File: config.mk
export PLATFORM = sky130hd
export DESIGN_NAME = operand_bram
export DESIGN_NICKNAME = d
export VERILOG_FILES = /design/src/cnn_data_pkg.sv /design/src/operand_bram.sv
export VERILOG_INCLUDE_DIRS = /design/src
export SDC_FILE = /design/constraint.sdc
export NUM_CORES = 2
export LEC_CHECK = 0
export ABC_CLOCK_PERIOD_IN_PS = 3800
export BUFFER_PORTS_ARGS = -buffer_cell sky130_fd_sc_hd__buf_2
export CAP_MARGIN = 20
export CORE_UTILIZATION = 38
export CTS_CLUSTER_DIAMETER = 60
export DETAILED_ROUTE_END_ITERATION = 7
export HOLD_SLACK_MARGIN = 0.08
export PLACE_DENSITY = 0.62
export SLEW_MARGIN = 0
export SYNTH_ARGS = -nofsm -noshare
export SYNTH_HDL_FRONTEND = slang
export SYNTH_SLANG_ARGS = --single-unit
File: constraint.sdc
create_clock -name clk -period 3.8 [get_ports clk]
set_clock_uncertainty 0.1 [all_clocks]
set_input_delay 0 -clock clk [delete_from_list [all_inputs] [get_ports clk]]
set_output_delay 0 -clock clk [all_outputs]
set_load 0.02 [all_outputs]
File: src/cnn_accel_config.svh
`ifndef CNN_ACCEL_CONFIG_SVH
`define CNN_ACCEL_CONFIG_SVH

//////////////////////////////
// Array geometry
//////////////////////////////
`define CNN_LANES 4
`define CNN_DATA_W 8
// Accumulators wrap on overflow
`define CNN_PSUM_W 16

// Weight and input-feature buffers
`define CNN_BUF_DEPTH 64
`define CNN_ADDR_W 6

// One lane value per result address
`define CNN_RES_ADDR_W 8

//////////////////////////////
// Array to pool stage link
//////////////////////////////
// Pool FIFO depth, also the credit count after reset
`define CNN_CREDITS 4

`endif

File: src/cnn_data_pkg.sv
`include "cnn_accel_config.svh"

package cnn_data_pkg;

    // One operand byte
    typedef logic signed [`CNN_DATA_W-1:0] data_t;

    // One accumulator value
    typedef logic signed [`CNN_PSUM_W-1:0] psum_t;

    // Weights of all lanes for one tap
    typedef data_t [`CNN_LANES-1:0] weight_row_t;

    // One value per lane
    typedef psum_t [`CNN_LANES-1:0] psum_row_t;

    // Beat from the MAC array to the pool stage
    typedef struct packed {
        psum_row_t psum;
        logic      last;    // final output of the layer
    } psum_beat_t;

endpackage

File: src/operand_bram.sv
`timescale 1ns/1ns
`include "cnn_accel_config.svh"

module operand_bram (
    input  logic                        clk,
    input  logic                        wgt_we_i,
    input  logic [`CNN_ADDR_W-1:0]      wgt_addr_i,
    input  cnn_data_pkg::weight_row_t   wgt_row_i,
    input  logic                        ifm_we_i,
    input  logic [`CNN_ADDR_W-1:0]      ifm_addr_i,
    input  cnn_data_pkg::data_t         ifm_data_i,
    input  logic                        rd_en_i,
    input  logic [`CNN_ADDR_W-1:0]      wgt_raddr_i,
    input  logic [`CNN_ADDR_W-1:0]      ifm_raddr_i,
    output cnn_data_pkg::weight_row_t   wgt_row_o,
    output cnn_data_pkg::data_t         ifm_data_o
);

    import cnn_data_pkg::*;

    // One weight row per tap, one byte per feature position
    weight_row_t wgt_mem [`CNN_BUF_DEPTH];
    data_t       ifm_mem [`CNN_BUF_DEPTH];

    // Host write ports
    always_ff @(posedge clk) begin
        if (wgt_we_i) begin
            wgt_mem[wgt_addr_i] <= wgt_row_i;
        end
        if (ifm_we_i) begin
            ifm_mem[ifm_addr_i] <= ifm_data_i;
        end
    end

    // Array read port, data valid the cycle after rd_en_i
    always_ff @(posedge clk) begin
        if (rd_en_i) begin
            wgt_row_o  <= wgt_mem[wgt_raddr_i];
            ifm_data_o <= ifm_mem[ifm_raddr_i];
        end
    end

endmodule

==> results.txt <==
- In the synthesized netlist the dominant register cell turns out to be sky130_fd_sc_hd__edfxtp_1.
- Maximum vdd ir drop: 0.000517 V
* Yosys Warn Count: 0
* CP cell instances: dlygate4sd3_1, buf_4, buf_4, mux4_2, mux2i_1, nand3_1, dlygate4sd3_1, nand4_1, dlygate4sd3_1, nand2_1, dlygate4sd3_1
- For the worst setup path, the data arrival time is 4.17 ns.
- Layout fillers: around 21000
* Starting Density: a little under two fifths
- The largest single stage delay on the critical path is between 0.6 and 0.7 ns.
* Post-synthesis sequential area ratio: 79.1%
- For this run, asynchronously set or reset flops after synthesis account for 0%.
* Area Growth Syn to Fin: 16.3%
* Area contributors post-synth: sky130_fd_sc_hd__edfxtp_1 79%, sky130_fd_sc_hd__mux4_2 15%, sky130_fd_sc_hd__o22ai_1 0.97%
- CTS Root Buffer Type: sky130_fd_sc_hd__clkbuf_16
* Per-instance average area after synthesis: 23.1 sq um
- Total Die Area: 0.262 sq mm
- The final number of max-transition violations came to 0.
- Slew of the pin with the lowest slew margin: 1.12 ns
- The clock passes through at most 4 buffers.
- RR Endpoint: ifm_data_o[2]
- Critical setup path kind: input pin to flip-flop
- Setup violations remaining at the end of the flow were counted as 0.
* Cells on worst reg2reg path: 8
* Worst reg2reg path startpoint: ifm_mem[62][2]
- Global routing finished with a remaining overflow of 0.
- Routability Congestion: 0.812
- Area taken by flip-flops and latches: slightly below 0.08 sq mm
* Post-Syn Area: 0.0986 sq mm
- Remaining design rule violation count: 0
- The startpoint identified for the worst hold timing path is wgt_row_i[15].
* Floorplan die width: 511 um
* Count of unique library cells instantiated by Yosys: 41
- The most critical setup path has its endpoint at ifm_data_o[2].
* Global-route usage over all layers: 19.4%
* Core box area: 0.257 sq mm
- CTS built an H-tree with a depth of 5.
- Clock tree from TritonCTS: yes
- Clock-pin slew was measured on the worst setup and hold paths at 0.06 ns.
- The smallest clock period supported by the final layout is computed as 3.60 ns.
* Setup repair after global routing missed its margin: false
* Highest Clock Rate: 277 MHz
* First-iteration detailed-routing DRC count: approximately 6000
- The post-route netlist has 29.2% of its cells at a drive strength greater than 1.
- At the later pin of the worst-skew pair, clock insertion delay measures 0.92 ns.
- CP Launch Point: ifm_raddr_i[1]
- The synthesized design contains 2600 register bits.
- Fraction of synthesized cell area taken by the top area cell type: 79.1%
* CP Data Required Time: roughly 4.4 ns
- The commonest cells after synthesis are 2600 x sky130_fd_sc_hd__edfxtp_1, 646 x sky130_fd_sc_hd__mux4_2, 173 x sky130_fd_sc_hd__nor2_1.
- The flow ran to the end, and the final reports show no timing, DRC or antenna violations.
- Wire length of the first global-routing pass: 363000 um
* Ports: 108
* Share of the core filled with cells in the final layout: ~45%
- Detailed-route wire length per cell: 30.6 um
- The via count of the first global-routing pass came to 48466.
- Number of standard cells after synthesis: roughly 4300
- The number of setup buffers added after CTS is 0.
- Pwr per Cell Area: 531 mW/mm^2
- Clock buffer count from CTS: 282
- Total iterations of the first detailed-routing run: 8
* Class of the tightest hold or removal check: input pin to flip-flop
- Leading area contributor after synthesis: sky130_fd_sc_hd__edfxtp_1
- The most common cell in the synthesized netlist is sky130_fd_sc_hd__edfxtp_1.
* EDFF count, synth: 2600
- Syn nets: 4339
- Height of the chip: 511 um
- Setup slack of the worst register-to-register path: about 0.36 ns
* Routed via count divided by cell count: 5.73
- Maximum number of pins on one net before global-route repair: 101
- Number of failing hold endpoints at the final stage: 0
* Detailed-route via count: 47904
- Max-cap check violation count: 0
* Highest-delay cell along the critical path: sky130_fd_sc_hd__dlygate4sd3_1
* Number of port buffers: around 110
- Worst setup SP type: input pin
* Multi-input gate area: 0.0198 sq mm
- Critical Path End Type: flip-flop
* Final period util: 94.9%
- The wire-length estimate of the detail-placed layout is 150000 um.
* Final net count: 4821
* Slew headroom: 25.4%
* Initial antenna violation count: 20
* Sum of routed wire length over all layers: 256000 um
- The initialized floorplan defines between 150 and 200 standard-cell rows.
- Largest fanout on the critical path: 39
* CTS sink cnt: between 2000 and 3000
- Adding up every negative setup slack in the final design gives 0 ns.
- Critical Path Most Common Cell: sky130_fd_sc_hd__dlygate4sd3_1
* Antenna-violating nets left: 0
- Static power due to leakage: 35.4 nW
-- worst min-delay path by stage --
stage / end / cells after the start
floorplan: ifm_mem[0][0] / 0
global placement: wgt_mem[12][19] / 1
detailed placement: wgt_mem[15][19] / 1
CTS: wgt_mem[9][26] / 2
global route: wgt_mem[34][23] / 2
finish: wgt_mem[59][15] / 2
-- layout make-up --
cell class,instances,area share (%)
clock inverters,141,1.10
clock buffers,342,6.42
well taps,3384,3.69
multi-input cells,1436,17.3
repair buffers,433,3.40
diodes,24,0.0523
flip-flops and latches,2600,68.1
-- state kept, by name, summed over array words and instances, names as in the netlist --
register and count:
ifm_data_o 8, ifm_mem 512, wgt_mem 2048, wgt_row_o 32
-- cells in the final DEF, fill, tap and decap left out, types with 11 or more instances in the layout --
master                          instances
sky130_fd_sc_hd__mux4_2               646
sky130_fd_sc_hd__dlygate4sd3_1         91
sky130_fd_sc_hd__buf_12                44
sky130_fd_sc_hd__o22a_1                25
sky130_fd_sc_hd__o221ai_1              28
sky130_fd_sc_hd__clkbuf_1              56
sky130_fd_sc_hd__nand2b_1              15
sky130_fd_sc_hd__bufinv_16             19
sky130_fd_sc_hd__clkbuf_16            286
sky130_fd_sc_hd__buf_2                101
sky130_fd_sc_hd__nor2_4                60
sky130_fd_sc_hd__inv_6                 11
sky130_fd_sc_hd__a22oi_1               15
sky130_fd_sc_hd__nor4_1                21
sky130_fd_sc_hd__diode_2               24
sky130_fd_sc_hd__nand3_1               34
sky130_fd_sc_hd__nor2b_1               39
sky130_fd_sc_hd__clkinv_1              58
sky130_fd_sc_hd__nor3_1                26
sky130_fd_sc_hd__a21oi_1               16
sky130_fd_sc_hd__nand2_1               53
sky130_fd_sc_hd__o22ai_1              153
sky130_fd_sc_hd__clkinv_2              35
sky130_fd_sc_hd__mux2i_1               50
sky130_fd_sc_hd__nor2_1               113
sky130_fd_sc_hd__a211oi_1              41
sky130_fd_sc_hd__edfxtp_1            2600
sky130_fd_sc_hd__buf_4                188
-- cell families (layout without fill, tap and decap cells) --
group,after synthesis,count (layout),share of synthesized area (%)
multiplexers,706,706,15.4
other,0,24,0
buffers and inverters,235,916,1.25
flip-flops,2600,2600,79.1
AND/OR/NAND/NOR,401,401,1.91
AO/OA/AOI/OAI,329,329,2.32
-- power by group --
group | internal, mW | switching (mW) | leakage, nW
Combinational | 1.17 | 1.91 | 7.77
Sequential | 31.8 | 0.140 | 23.4
Clock | 15.1 | 10.9 | 4.19
-- timing repair --
item,4_1_cts,5_1_grt
resized for setup,0,0
setup endpoints to repair,0,0
hold buffers,80,11
hold endpoints to repair,3433,141
-- critical path: cells and delay by family --
family                 cells  cell delay, ns
buffers and inverters      6            3.29
multiplexers               2            0.55
AND/OR/NAND/NOR            3            0.26
-- metrics by stage --
step	hold WS [ns]	std cells	setup slack, ns	area [sq um]	total power [mW]
2_1_floorplan	-0.00113	4271	0.577	98600	34.0
3_3_place_gp	0.184	7745	0.629	105000	35.5
3_5_place_dp	0.189	7745	0.634	105000	35.5
4_1_cts	0.0941	8308	0.320	114000	61.4
5_1_grt	0.0957	8343	0.135	115000	62.6
6_report	0.121	8360	0.195	115000	61.0
-- per-layer routing --
layer | track usage (%) | routed length, um
met1 | 25.7 | 101000
met2 | 31.7 | 127000
met3 | 3.32 | 19000
met4 | 7.82 | 9650
met5 | 0 | 39
No activity file was read; power rests on OpenSTA's default activity.
