### src/cnn_accel_config.svh
`ifndef CNN_ACCEL_CONFIG_SVH
`define CNN_ACCEL_CONFIG_SVH

//////////////////////////////
// Array geometry
//////////////////////////////
`define CNN_LANES 4
`define CNN_DATA_W 8
// Accumulators wrap on overflow
`define CNN_PSUM_W 16

// Weight and input-feature buffers
`define CNN_BUF_DEPTH 64
`define CNN_ADDR_W 6

// One lane value per result address
`define CNN_RES_ADDR_W 8

//////////////////////////////
// Array to pool stage link
//////////////////////////////
// Pool FIFO depth, also the credit count after reset
`define CNN_CREDITS 4

`endif

### src/cnn_data_pkg.sv
`include "cnn_accel_config.svh"

package cnn_data_pkg;

    // One operand byte
    typedef logic signed [`CNN_DATA_W-1:0] data_t;

    // One accumulator value
    typedef logic signed [`CNN_PSUM_W-1:0] psum_t;

    // Weights of all lanes for one tap
    typedef data_t [`CNN_LANES-1:0] weight_row_t;

    // One value per lane
    typedef psum_t [`CNN_LANES-1:0] psum_row_t;

    // Beat from the MAC array to the pool stage
    typedef struct packed {
        psum_row_t psum;
        logic      last;    // final output of the layer
    } psum_beat_t;

endpackage

### src/cnn_ctrl_pkg.sv
`include "cnn_accel_config.svh"

package cnn_ctrl_pkg;

    // Layer command, same coding as the host start field
    typedef enum logic [1:0] {
        CMD_IDLE = 2'd0,
        CMD_CONV = 2'd1,
        CMD_FC   = 2'd2
    } cmd_e;

    typedef enum logic [1:0] {
        ST_IDLE        = 2'd0,
        ST_RUN         = 2'd1,
        ST_WAIT_CREDIT = 2'd2,
        ST_DRAIN       = 2'd3
    } mac_state_e;

    // Tap and output counts run up to the buffer depth
    typedef logic [`CNN_ADDR_W:0] count_t;

    typedef struct packed {
        cmd_e   cmd;
        count_t taps;   // K
        count_t outs;   // N, even for convolution
    } layer_cfg_t;

endpackage

### src/mac_array.sv
`timescale 1ns/1ns
`include "cnn_accel_config.svh"

module mac_array (
    input  logic                        clk,
    input  logic                        arst_n_i,
    input  logic                        start_i,
    input  cnn_ctrl_pkg::layer_cfg_t    cfg_i,
    output logic                        rd_en_o,
    output logic [`CNN_ADDR_W-1:0]      wgt_raddr_o,
    output logic [`CNN_ADDR_W-1:0]      ifm_raddr_o,
    input  cnn_data_pkg::weight_row_t   wgt_row_i,
    input  cnn_data_pkg::data_t         ifm_data_i,
    output logic                        psum_valid_o,
    output cnn_data_pkg::psum_beat_t    psum_beat_o,
    input  logic                        credit_ret_i
);

    import cnn_data_pkg::*;
    import cnn_ctrl_pkg::*;

    localparam int CRED_W = $clog2(`CNN_CREDITS + 1);

    mac_state_e         state_q;
    count_t             taps_q;
    count_t             outs_q;
    count_t             tap_q;
    count_t             out_q;
    logic               rd_vld_q;
    logic               rd_first_q;
    psum_row_t          acc_q;
    psum_row_t          mac_sum;
    logic [CRED_W-1:0]  credit_q;
    logic               emit;
    logic               last_out;

    assign rd_en_o     = (state_q == ST_RUN);
    assign wgt_raddr_o = tap_q[`CNN_ADDR_W-1:0];
    // Feature window slides by one position per output
    assign ifm_raddr_o = out_q[`CNN_ADDR_W-1:0] + tap_q[`CNN_ADDR_W-1:0];
    assign last_out    = (out_q == outs_q - 1'b1);

    // Finished output leaves once a credit is free
    assign emit = ((state_q == ST_DRAIN) || (state_q == ST_WAIT_CREDIT))
                  && (credit_q != '0);

    // Lane MACs on the data read in the previous cycle
    always_comb begin
        for (int l = 0; l < `CNN_LANES; l++) begin
            mac_sum[l] = (rd_first_q ? psum_t'(0) : acc_q[l])
                       + psum_t'(signed'(wgt_row_i[l])) * psum_t'(signed'(ifm_data_i));
        end
    end

    always_ff @(posedge clk or negedge arst_n_i) begin
        if (!arst_n_i) begin
            state_q      <= ST_IDLE;
            taps_q       <= '0;
            outs_q       <= '0;
            tap_q        <= '0;
            out_q        <= '0;
            rd_vld_q     <= 1'b0;
            rd_first_q   <= 1'b0;
            psum_valid_o <= 1'b0;
        end else begin
            rd_vld_q     <= rd_en_o;
            rd_first_q   <= (tap_q == '0);
            psum_valid_o <= emit;
            case (state_q)
                ST_IDLE: begin
                    if (start_i) begin
                        taps_q  <= cfg_i.taps;
                        // FC layers produce a single output per lane
                        outs_q  <= (cfg_i.cmd == CMD_FC) ? count_t'(1) : cfg_i.outs;
                        tap_q   <= '0;
                        out_q   <= '0;
                        state_q <= ST_RUN;
                    end
                end
                ST_RUN: begin
                    if (tap_q == taps_q - 1'b1) begin
                        tap_q   <= '0;
                        state_q <= ST_DRAIN;
                    end else begin
                        tap_q <= tap_q + 1'b1;
                    end
                end
                default: begin
                    if (emit) begin
                        out_q   <= out_q + 1'b1;
                        state_q <= last_out ? ST_IDLE : ST_RUN;
                    end else begin
                        state_q <= ST_WAIT_CREDIT;
                    end
                end
            endcase
        end
    end

    // Credit spent while a beat is on the link
    always_ff @(posedge clk or negedge arst_n_i) begin
        if (!arst_n_i) begin
            credit_q <= CRED_W'(`CNN_CREDITS);
        end else begin
            credit_q <= credit_q - CRED_W'(psum_valid_o) + CRED_W'(credit_ret_i);
        end
    end

    always_ff @(posedge clk) begin
        if (rd_vld_q) begin
            acc_q <= mac_sum;
        end
        if (emit) begin
            // In WAIT_CREDIT the final sum already sits in acc_q
            psum_beat_o.psum <= (state_q == ST_DRAIN) ? mac_sum : acc_q;
            psum_beat_o.last <= last_out;
        end
    end

    // Pool stage never returns more credits than it was given
    assert property (@(posedge clk) disable iff (!arst_n_i)
        credit_q <= CRED_W'(`CNN_CREDITS));

    // A beat on the link is always covered by a credit
    assert property (@(posedge clk) disable iff (!arst_n_i)
        psum_valid_o |-> (credit_q != '0));

endmodule

### config.mk
export PLATFORM = sky130hd
export DESIGN_NAME = mac_array
export DESIGN_NICKNAME = d
export VERILOG_FILES = /design/src/cnn_data_pkg.sv /design/src/cnn_ctrl_pkg.sv /design/src/mac_array.sv
export VERILOG_INCLUDE_DIRS = /design/src
export SDC_FILE = /design/constraint.sdc
export NUM_CORES = 1
export LEC_CHECK = 0
export BUFFER_PORTS_ARGS = -buffer_cell sky130_fd_sc_hd__buf_4
export CORE_MARGIN = 3
export CORE_UTILIZATION = 35
export CTS_BUF_LIST = sky130_fd_sc_hd__clkbuf_16
export DETAILED_ROUTE_END_ITERATION = 7
export PLACE_DENSITY_LB_ADDON = 0.08
export SLEW_MARGIN = 5
export SYNTH_ARGS = -nofsm -noshare
export SYNTH_HDL_FRONTEND = slang
export SYNTH_SLANG_ARGS = --single-unit
### constraint.sdc
create_clock -name clk -period 11.2 [get_ports clk]
set_input_delay 1.68 -clock clk [delete_from_list [all_inputs] [get_ports clk]]
set_output_delay 1.68 -clock clk [all_outputs]
set_load 0.01 [all_outputs]
==> results.py, run 1 <==
metrics = {
    "layout": {
        "layout-drive-gt1-share": 0.136,
        "multi_input_area_sq_mm": 0.0127,
        "fill_cells": 5224,
        "ff_latch_area_sq_mm": 0.00478,
        "nets": 2341,
        "syn2layout_area_growth_pct": 12.0,
    },
    "drt": {
        "drt-total-wl_microns": 43400,
        "drt-wirelength-per-cell_microns": 17.1,
        "drc_errors": 0,
        "dr.pass1.iters": 4,
        "num_vias": 12000,
        "via_per_inst": 4.74,
        "drtIter0Drc": 482,
        "antenna_left": 0,
    },
    "min_path": {
        "hp-class": "reg2reg",
        "holdPathStages": 2,
        "hold_start": "outs_q[6]",
    },
    "clocking": {
        "post_cts_buffers": 0,
        "path_clk_slew_ps": 70,
        "clock_tree.buffer_depth": 2,
        "h-tree-depth": 4,
        "cts-root-buf": "clkbuf_16",
        "clk_latency_ps": 490,
        "cts_tree": "yes",
        "cts_resized": 0,
        "clock_sinks": 165,
        "ctsHoldBuffers": 0,
        "numCtsBuffers": 17,
    },
    "run_status": {
        "status": "completed",
    },
    "floorplanning": {
        "die-area_sq_mm": 0.0565,
        "fp.dieH_microns": 238,
        "rows": 84,
        "coreArea_sq_mm": 0.0529,
        "ios": 139,
        "initial_core_util": 0.355,
        "die_w_microns": 238,
    },
    "global_route": {
        "grt_busiest_layer": "met2",
        "grtUsageMet3": 0.0334,
        "grt_usage": 0.165,
        "grtUsageMet1": 0.226,
        "antenna_found_initial": 2,
        "grt_pass1_wl_microns": 72500,
        "grt_pass1_vias": 13100,
        "grt_max_degree": 71,
        "gr-total-overflow": 0,
        "met2_usage": 0.271,
    },
    "logic_synthesis": {
        "yosysWarningCount": 0,
        "syn-num-nets": 2232,
        "ys.flop_type": "edfxtp_1",
        "synthTopCellsByArea": "fa_1 (30%), edfxtp_1 (21%), ha_1 (11%)",
        "netlist_area_sq_mm": 0.0188,
        "synth.top_cell.area_share": 0.305,
        "synthArstFlopShare": 0.218,
        "synthCells": 1726,
        "synth_edf_count": 129,
        "synth-seq-cells": 165,
        "yosysTopAreaCell": "fa_1",
        "syn-mean-instance-area_sq_um": 10.9,
        "synth.distinct_cells": 63,
        "seq_area_frac_synth": 0.254,
    },
    "sta": {
        "finalHoldViolations": 0,
        "fin_setup_tns_ps": 0,
        "relSlewSlack": 0.258,
        "setup_violations": 0,
        "rsz0062_at_grt": "false",
        "tightest_slew_ps": 1110,
        "fin_crit_ps": 6590,
        "drv_slew": 0,
        "finalCritPeriodShare": 0.589,
        "fmax_ghz": 0.152,
        "fin_ws_ps": 4610,
        "skew_ps": 18.8,
    },
    "critical_path": {
        "critical_path_class": "in2reg",
        "r2r_start": "rd_first_q",
        "worstPathRequired_ps": 11430,
        "crit_chain": "buf_4 > and2_1 > inv_1 > fa_1 > inv_1 > fa_1 > fa_1 > fa_1 > fa_1 > ha_1 > nor4_1 > o21ai_0 > a31oi_1 > a21oi_1 > xnor2_1 > mux2_2",
        "critPathTopFamily": "adder cells",
        "cpPeakStageDelay_ps": 560,
        "crit_fanout": 32,
        "crit_path_frequent_cell": "fa_1",
        "worst-path-stages": 16,
        "start_kind": "input port",
        "crit_path_top_delay_cell": "fa_1",
        "rr_worst_depth": 18,
        "critPathCaptureType": "flip-flop",
        "path_buf_inv": 3,
        "cp.arrival_ps": 6820,
        "crit_start": "ifm_data_i[0]",
    },
    "place": {
        "portBuffers": 138,
        "place_ws_ps": 4050,
        "hpwl_microns": 32500,
        "finalWeightedCongestion": 0.782,
    },
    "run": {
        "maxCapViolCount": 0,
    },
}
## state kept, by name (all words and copies together), names as in the netlist
register / count
psum_valid_o: 1
state_q: 2
rd_vld_q: 1
acc_q: 64
credit_q: 3
out_q: 7
tap_q: 7
taps_q: 7
psum_beat_o: 65
rd_first_q: 1
outs_q: 7
## placed cells by master (no fill, tap or decap), types with 17 or more instances in the layout
master / count
a21oi_1: 31
and2_1: 135
buf_4: 141
clkbuf_16: 18
dfrtp_1: 33
edfxtp_1: 129
fa_1: 286
ha_1: 160
inv_1: 279
mux2_2: 60
nand2_1: 147
nand2b_1: 35
nand3_1: 17
nor2_1: 59
nor2b_1: 48
o21ai_0: 29
xnor2_1: 79
xor2_1: 29
## worst min-delay path: cells and delay by family, from the launching register on
| kind | cells | cell delay [ps] |
|---|---|---|
| flip-flops | 1 | 370 |
| AND/OR/NAND/NOR | 2 | 110 |
## final timing paths
check | endpoint | slack, ps
max | psum_beat_o[32] | 4610
min | outs_q[6] | 510
max reg2reg | psum_beat_o[31] | 5620
min reg2reg | outs_q[6] | 510
max in group asynchronous | rd_vld_q | 9660
min in group asynchronous | taps_q[2] | 1150
## logic make-up after synthesis
kind of cell | Yosys count | share of synthesized area
multiplexers | 62 | 0.0370
adder cells (fa/ha/maj) | 446 | 0.411
AO/OA/AOI/OAI | 136 | 0.0483
buffers and inverters | 333 | 0.0683
flip-flops | 165 | 0.254
AND/OR/NAND/NOR | 476 | 0.131
XOR/XNOR | 108 | 0.0503
## metal layers
layer	routed length, microns	part of all wire
met2	20900	0.48
met5	13	0.00030
met3	1530	0.035
met4	543	0.013
met1	20400	0.47
## cells in the mapped netlist, drive strengths merged, types with 3 or more instances
library cell	number
nor3	13
nor4	3
clkbuf	33
o21ai	34
fa	286
o21a	8
nor2	59
o21bai	12
ha	160
nand4	4
nand2	148
o211ai	6
dfrtp	35
mux2	60
o311ai	3
nand3	17
xnor2	79
nor3b	3
and2	135
edfxtp	129
a21o	13
nand2b	35
xor2	29
nor2b	48
o31ai	3
a21oi	35
inv	281
a31oi	4
a211oi	9
buf	18
## through the flow
step	util	cells	cell area [sq um]	hold WS, ps
after floorplan	-	1726	18800	458
after global placement	0.388	2504	20500	484
after detailed placement	0.388	2504	20500	491
after CTS	0.398	2536	21000	513
after global routing	0.398	2536	21000	538
final	0.398	2537	21000	507
## area by class of cell
type                       count  share of cell area
sequential                   165               0.227
timing repair buffer         141              0.0503
clock inverter                14             0.00464
clock buffer                  18              0.0214
antenna                        1            0.000119
inverter                     282              0.0504
tap                          688              0.0409
multi-input combinational   1228               0.605
Power of run 1 is left out: the tool's default activity adds up to more than one toggle a clock period on the data nets, which glitch-free logic cannot reach.
==> run 2, diff against run 1 <==
==> constraint.sdc (replaced) <==
create_clock -name clk -period 5.8 [get_ports clk]
set_input_delay 0.87 -clock clk [delete_from_list [all_inputs] [get_ports clk]]
set_output_delay 0.87 -clock clk [all_outputs]
set_load 0.01 [all_outputs]
==> results.py, run 2 (same netlist as run 1, synthesis figures left out) <==
metrics = {
    "drt": {
        "drt-wirelength-per-cell_microns": 17.1,
        "num_vias": 12100,
        "dr.pass1.iters": 5,
        "drtIter0Drc": 444,
        "antenna_left": 0,
        "drc_errors": 0,
        "via_per_inst": 4.69,
        "drt-total-wl_microns": 43900,
    },
    "clocking": {
        "clock_sinks": 165,
        "cts-root-buf": "clkbuf_16",
        "cts_resized": 0,
        "post_cts_buffers": 0,
        "numCtsBuffers": 17,
        "cts_tree": "yes",
        "clk_latency_ps": 500,
        "clock_tree.buffer_depth": 2,
        "ctsHoldBuffers": 0,
        "path_clk_slew_ps": 70,
        "h-tree-depth": 4,
    },
    "place": {
        "hpwl_microns": 34400,
        "portBuffers": 138,
        "finalWeightedCongestion": 0.786,
    },
    "critical_path": {
        "rr_worst_depth": 17,
        "worst-path-stages": 17,
        "crit_path_top_delay_cell": "fa_1",
        "critical_path_class": "reg2reg",
        "crit_fanout": 17,
        "cp.arrival_ps": 5600,
        "crit_chain": "buf_12 > nand2b_1 > fa_1 > inv_1 > fa_1 > inv_1 > fa_1 > inv_1 > fa_1 > fa_1 > ha_1 > o21ai_0 > o21ai_0 > nand4_1 > a21oi_1 > xnor2_1 > mux2_2",
        "worstPathRequired_ps": 6050,
        "r2r_setup_slack_ps": 450,
        "path_buf_inv": 4,
        "critPathCaptureType": "flip-flop",
        "start_kind": "flip-flop",
        "cp-endpoint": "psum_beat_o[48]",
        "critPathTopFamily": "adder cells",
        "crit_start": "rd_first_q",
        "cpPeakStageDelay_ps": 570,
        "crit_path_frequent_cell": "fa_1",
        "r2r_start": "rd_first_q",
        "rr_endpoint": "psum_beat_o[48]",
    },
    "layout": {
        "layout-drive-gt1-share": 0.152,
        "largest_register_ffs": 65,
        "top_regs": "psum_beat_o (65), acc_q (64)",
        "final_cell_mix": "fa_1 (286), inv_1 (279), buf_4 (172)",
        "syn2layout_area_growth_pct": 13.9,
        "final_common_cell": "fa_1",
        "nets": 2375,
        "regMostFlops": "psum_beat_o",
    },
    "floorplanning": {
        "coreArea_sq_mm": 0.0529,
        "initial_core_util": 0.355,
        "rows": 84,
        "fp.dieH_microns": 238,
        "die_w_microns": 238,
        "die-area_sq_mm": 0.0565,
        "ios": 139,
    },
    "sta": {
        "fmax_ghz": 0.187,
        "rsz0062_at_grt": "false",
        "drv_slew": 0,
        "finalHoldViolations": 0,
        "relSlewSlack": 0.286,
        "tightest_slew_ps": 1070,
        "fin_crit_ps": 5350,
        "setup_violations": 0,
        "fin_setup_tns_ps": 0,
        "finalCritPeriodShare": 0.923,
        "skew_ps": 19.0,
    },
    "global_route": {
        "gr-total-overflow": 0,
        "grt_usage": 0.169,
        "grt_max_degree": 71,
        "grt_pass1_vias": 13600,
        "grt_pass1_wl_microns": 74200,
        "antenna_found_initial": 1,
    },
    "run_status": {
        "status": "completed",
    },
    "min_path": {
        "hp-class": "in2async",
    },
    "run": {
        "maxCapViolCount": 0,
    },
}
## run 2: cell types whose count changed in the layout (fill, tap and decap cells not counted)
cell / change
buf_12: +3
buf_4: +31
clkbuf_16: +2
clkinv_2: -1
clkinv_4: +1
clkinv_8: +1
inv_2: -2
inv_4: -1
inv_6: -2
inv_8: +2
## run 2: worst min-delay path by stage
| stage | from | to | slack [ps] |
|---|---|---|---|
| 6_report | arst_n_i | taps_q[2] | 330 |
| 5_1_grt | arst_n_i | taps_q[2] | 350 |
| 4_1_cts | arst_n_i | taps_q[2] | 310 |
| 3_5_place_dp | outs_q[6] | outs_q[6] | 480 |
| 3_3_place_gp | outs_q[6] | outs_q[6] | 480 |
| 2_1_floorplan | outs_q[6] | outs_q[6] | 460 |
## run 2: final cells by class
cell class	count	area, sq um
fillers	5226	31500
multi-input cells	1228	12700
flip-flops and latches	165	4780
repair buffers	175	1350
inverters	282	1060
well taps	688	861
clock buffers	20	500
clock inverters	12	109
diodes	1	2.50
## run 2: per-layer routing
layer,vias to the layer above,GRT usage,wire length (microns)
met2,138,0.276,21000
met3,27,0.0335,1470
met4,0,0.0409,549
met1,6133,0.231,20900
met5,-,0,0
li1,5771,-,-
## run 2: worst register-to-register path, cell delays in order (launching register included)
cell	delay (ps)
dfrtp_2	560
buf_12	230
nand2b_1	170
fa_1	570
inv_1	60
fa_1	500
inv_1	50
fa_1	530
inv_1	50
fa_1	380
fa_1	480
ha_1	300
o21ai_0	100
o21ai_0	270
nand4_1	160
a21oi_1	300
xnor2_1	130
mux2_2	270
## run 2: stage by stage
stage / hold slack, ps / util / std cells / cell area (sq um) / worst slack [ps]
5_1_grt: 347 / 0.405 / 2570 / 21400 / 134
6_report: 332 / 0.405 / 2571 / 21400 / 448
4_1_cts: 308 / 0.405 / 2570 / 21400 / 394
3_3_place_gp: 480 / 0.393 / 2538 / 20800 / 50.7
2_1_floorplan: 458 / - / 1726 / 18800 / 203
3_5_place_dp: 482 / 0.393 / 2538 / 20800 / 24.4
Power of run 2 is left out for the same reason.
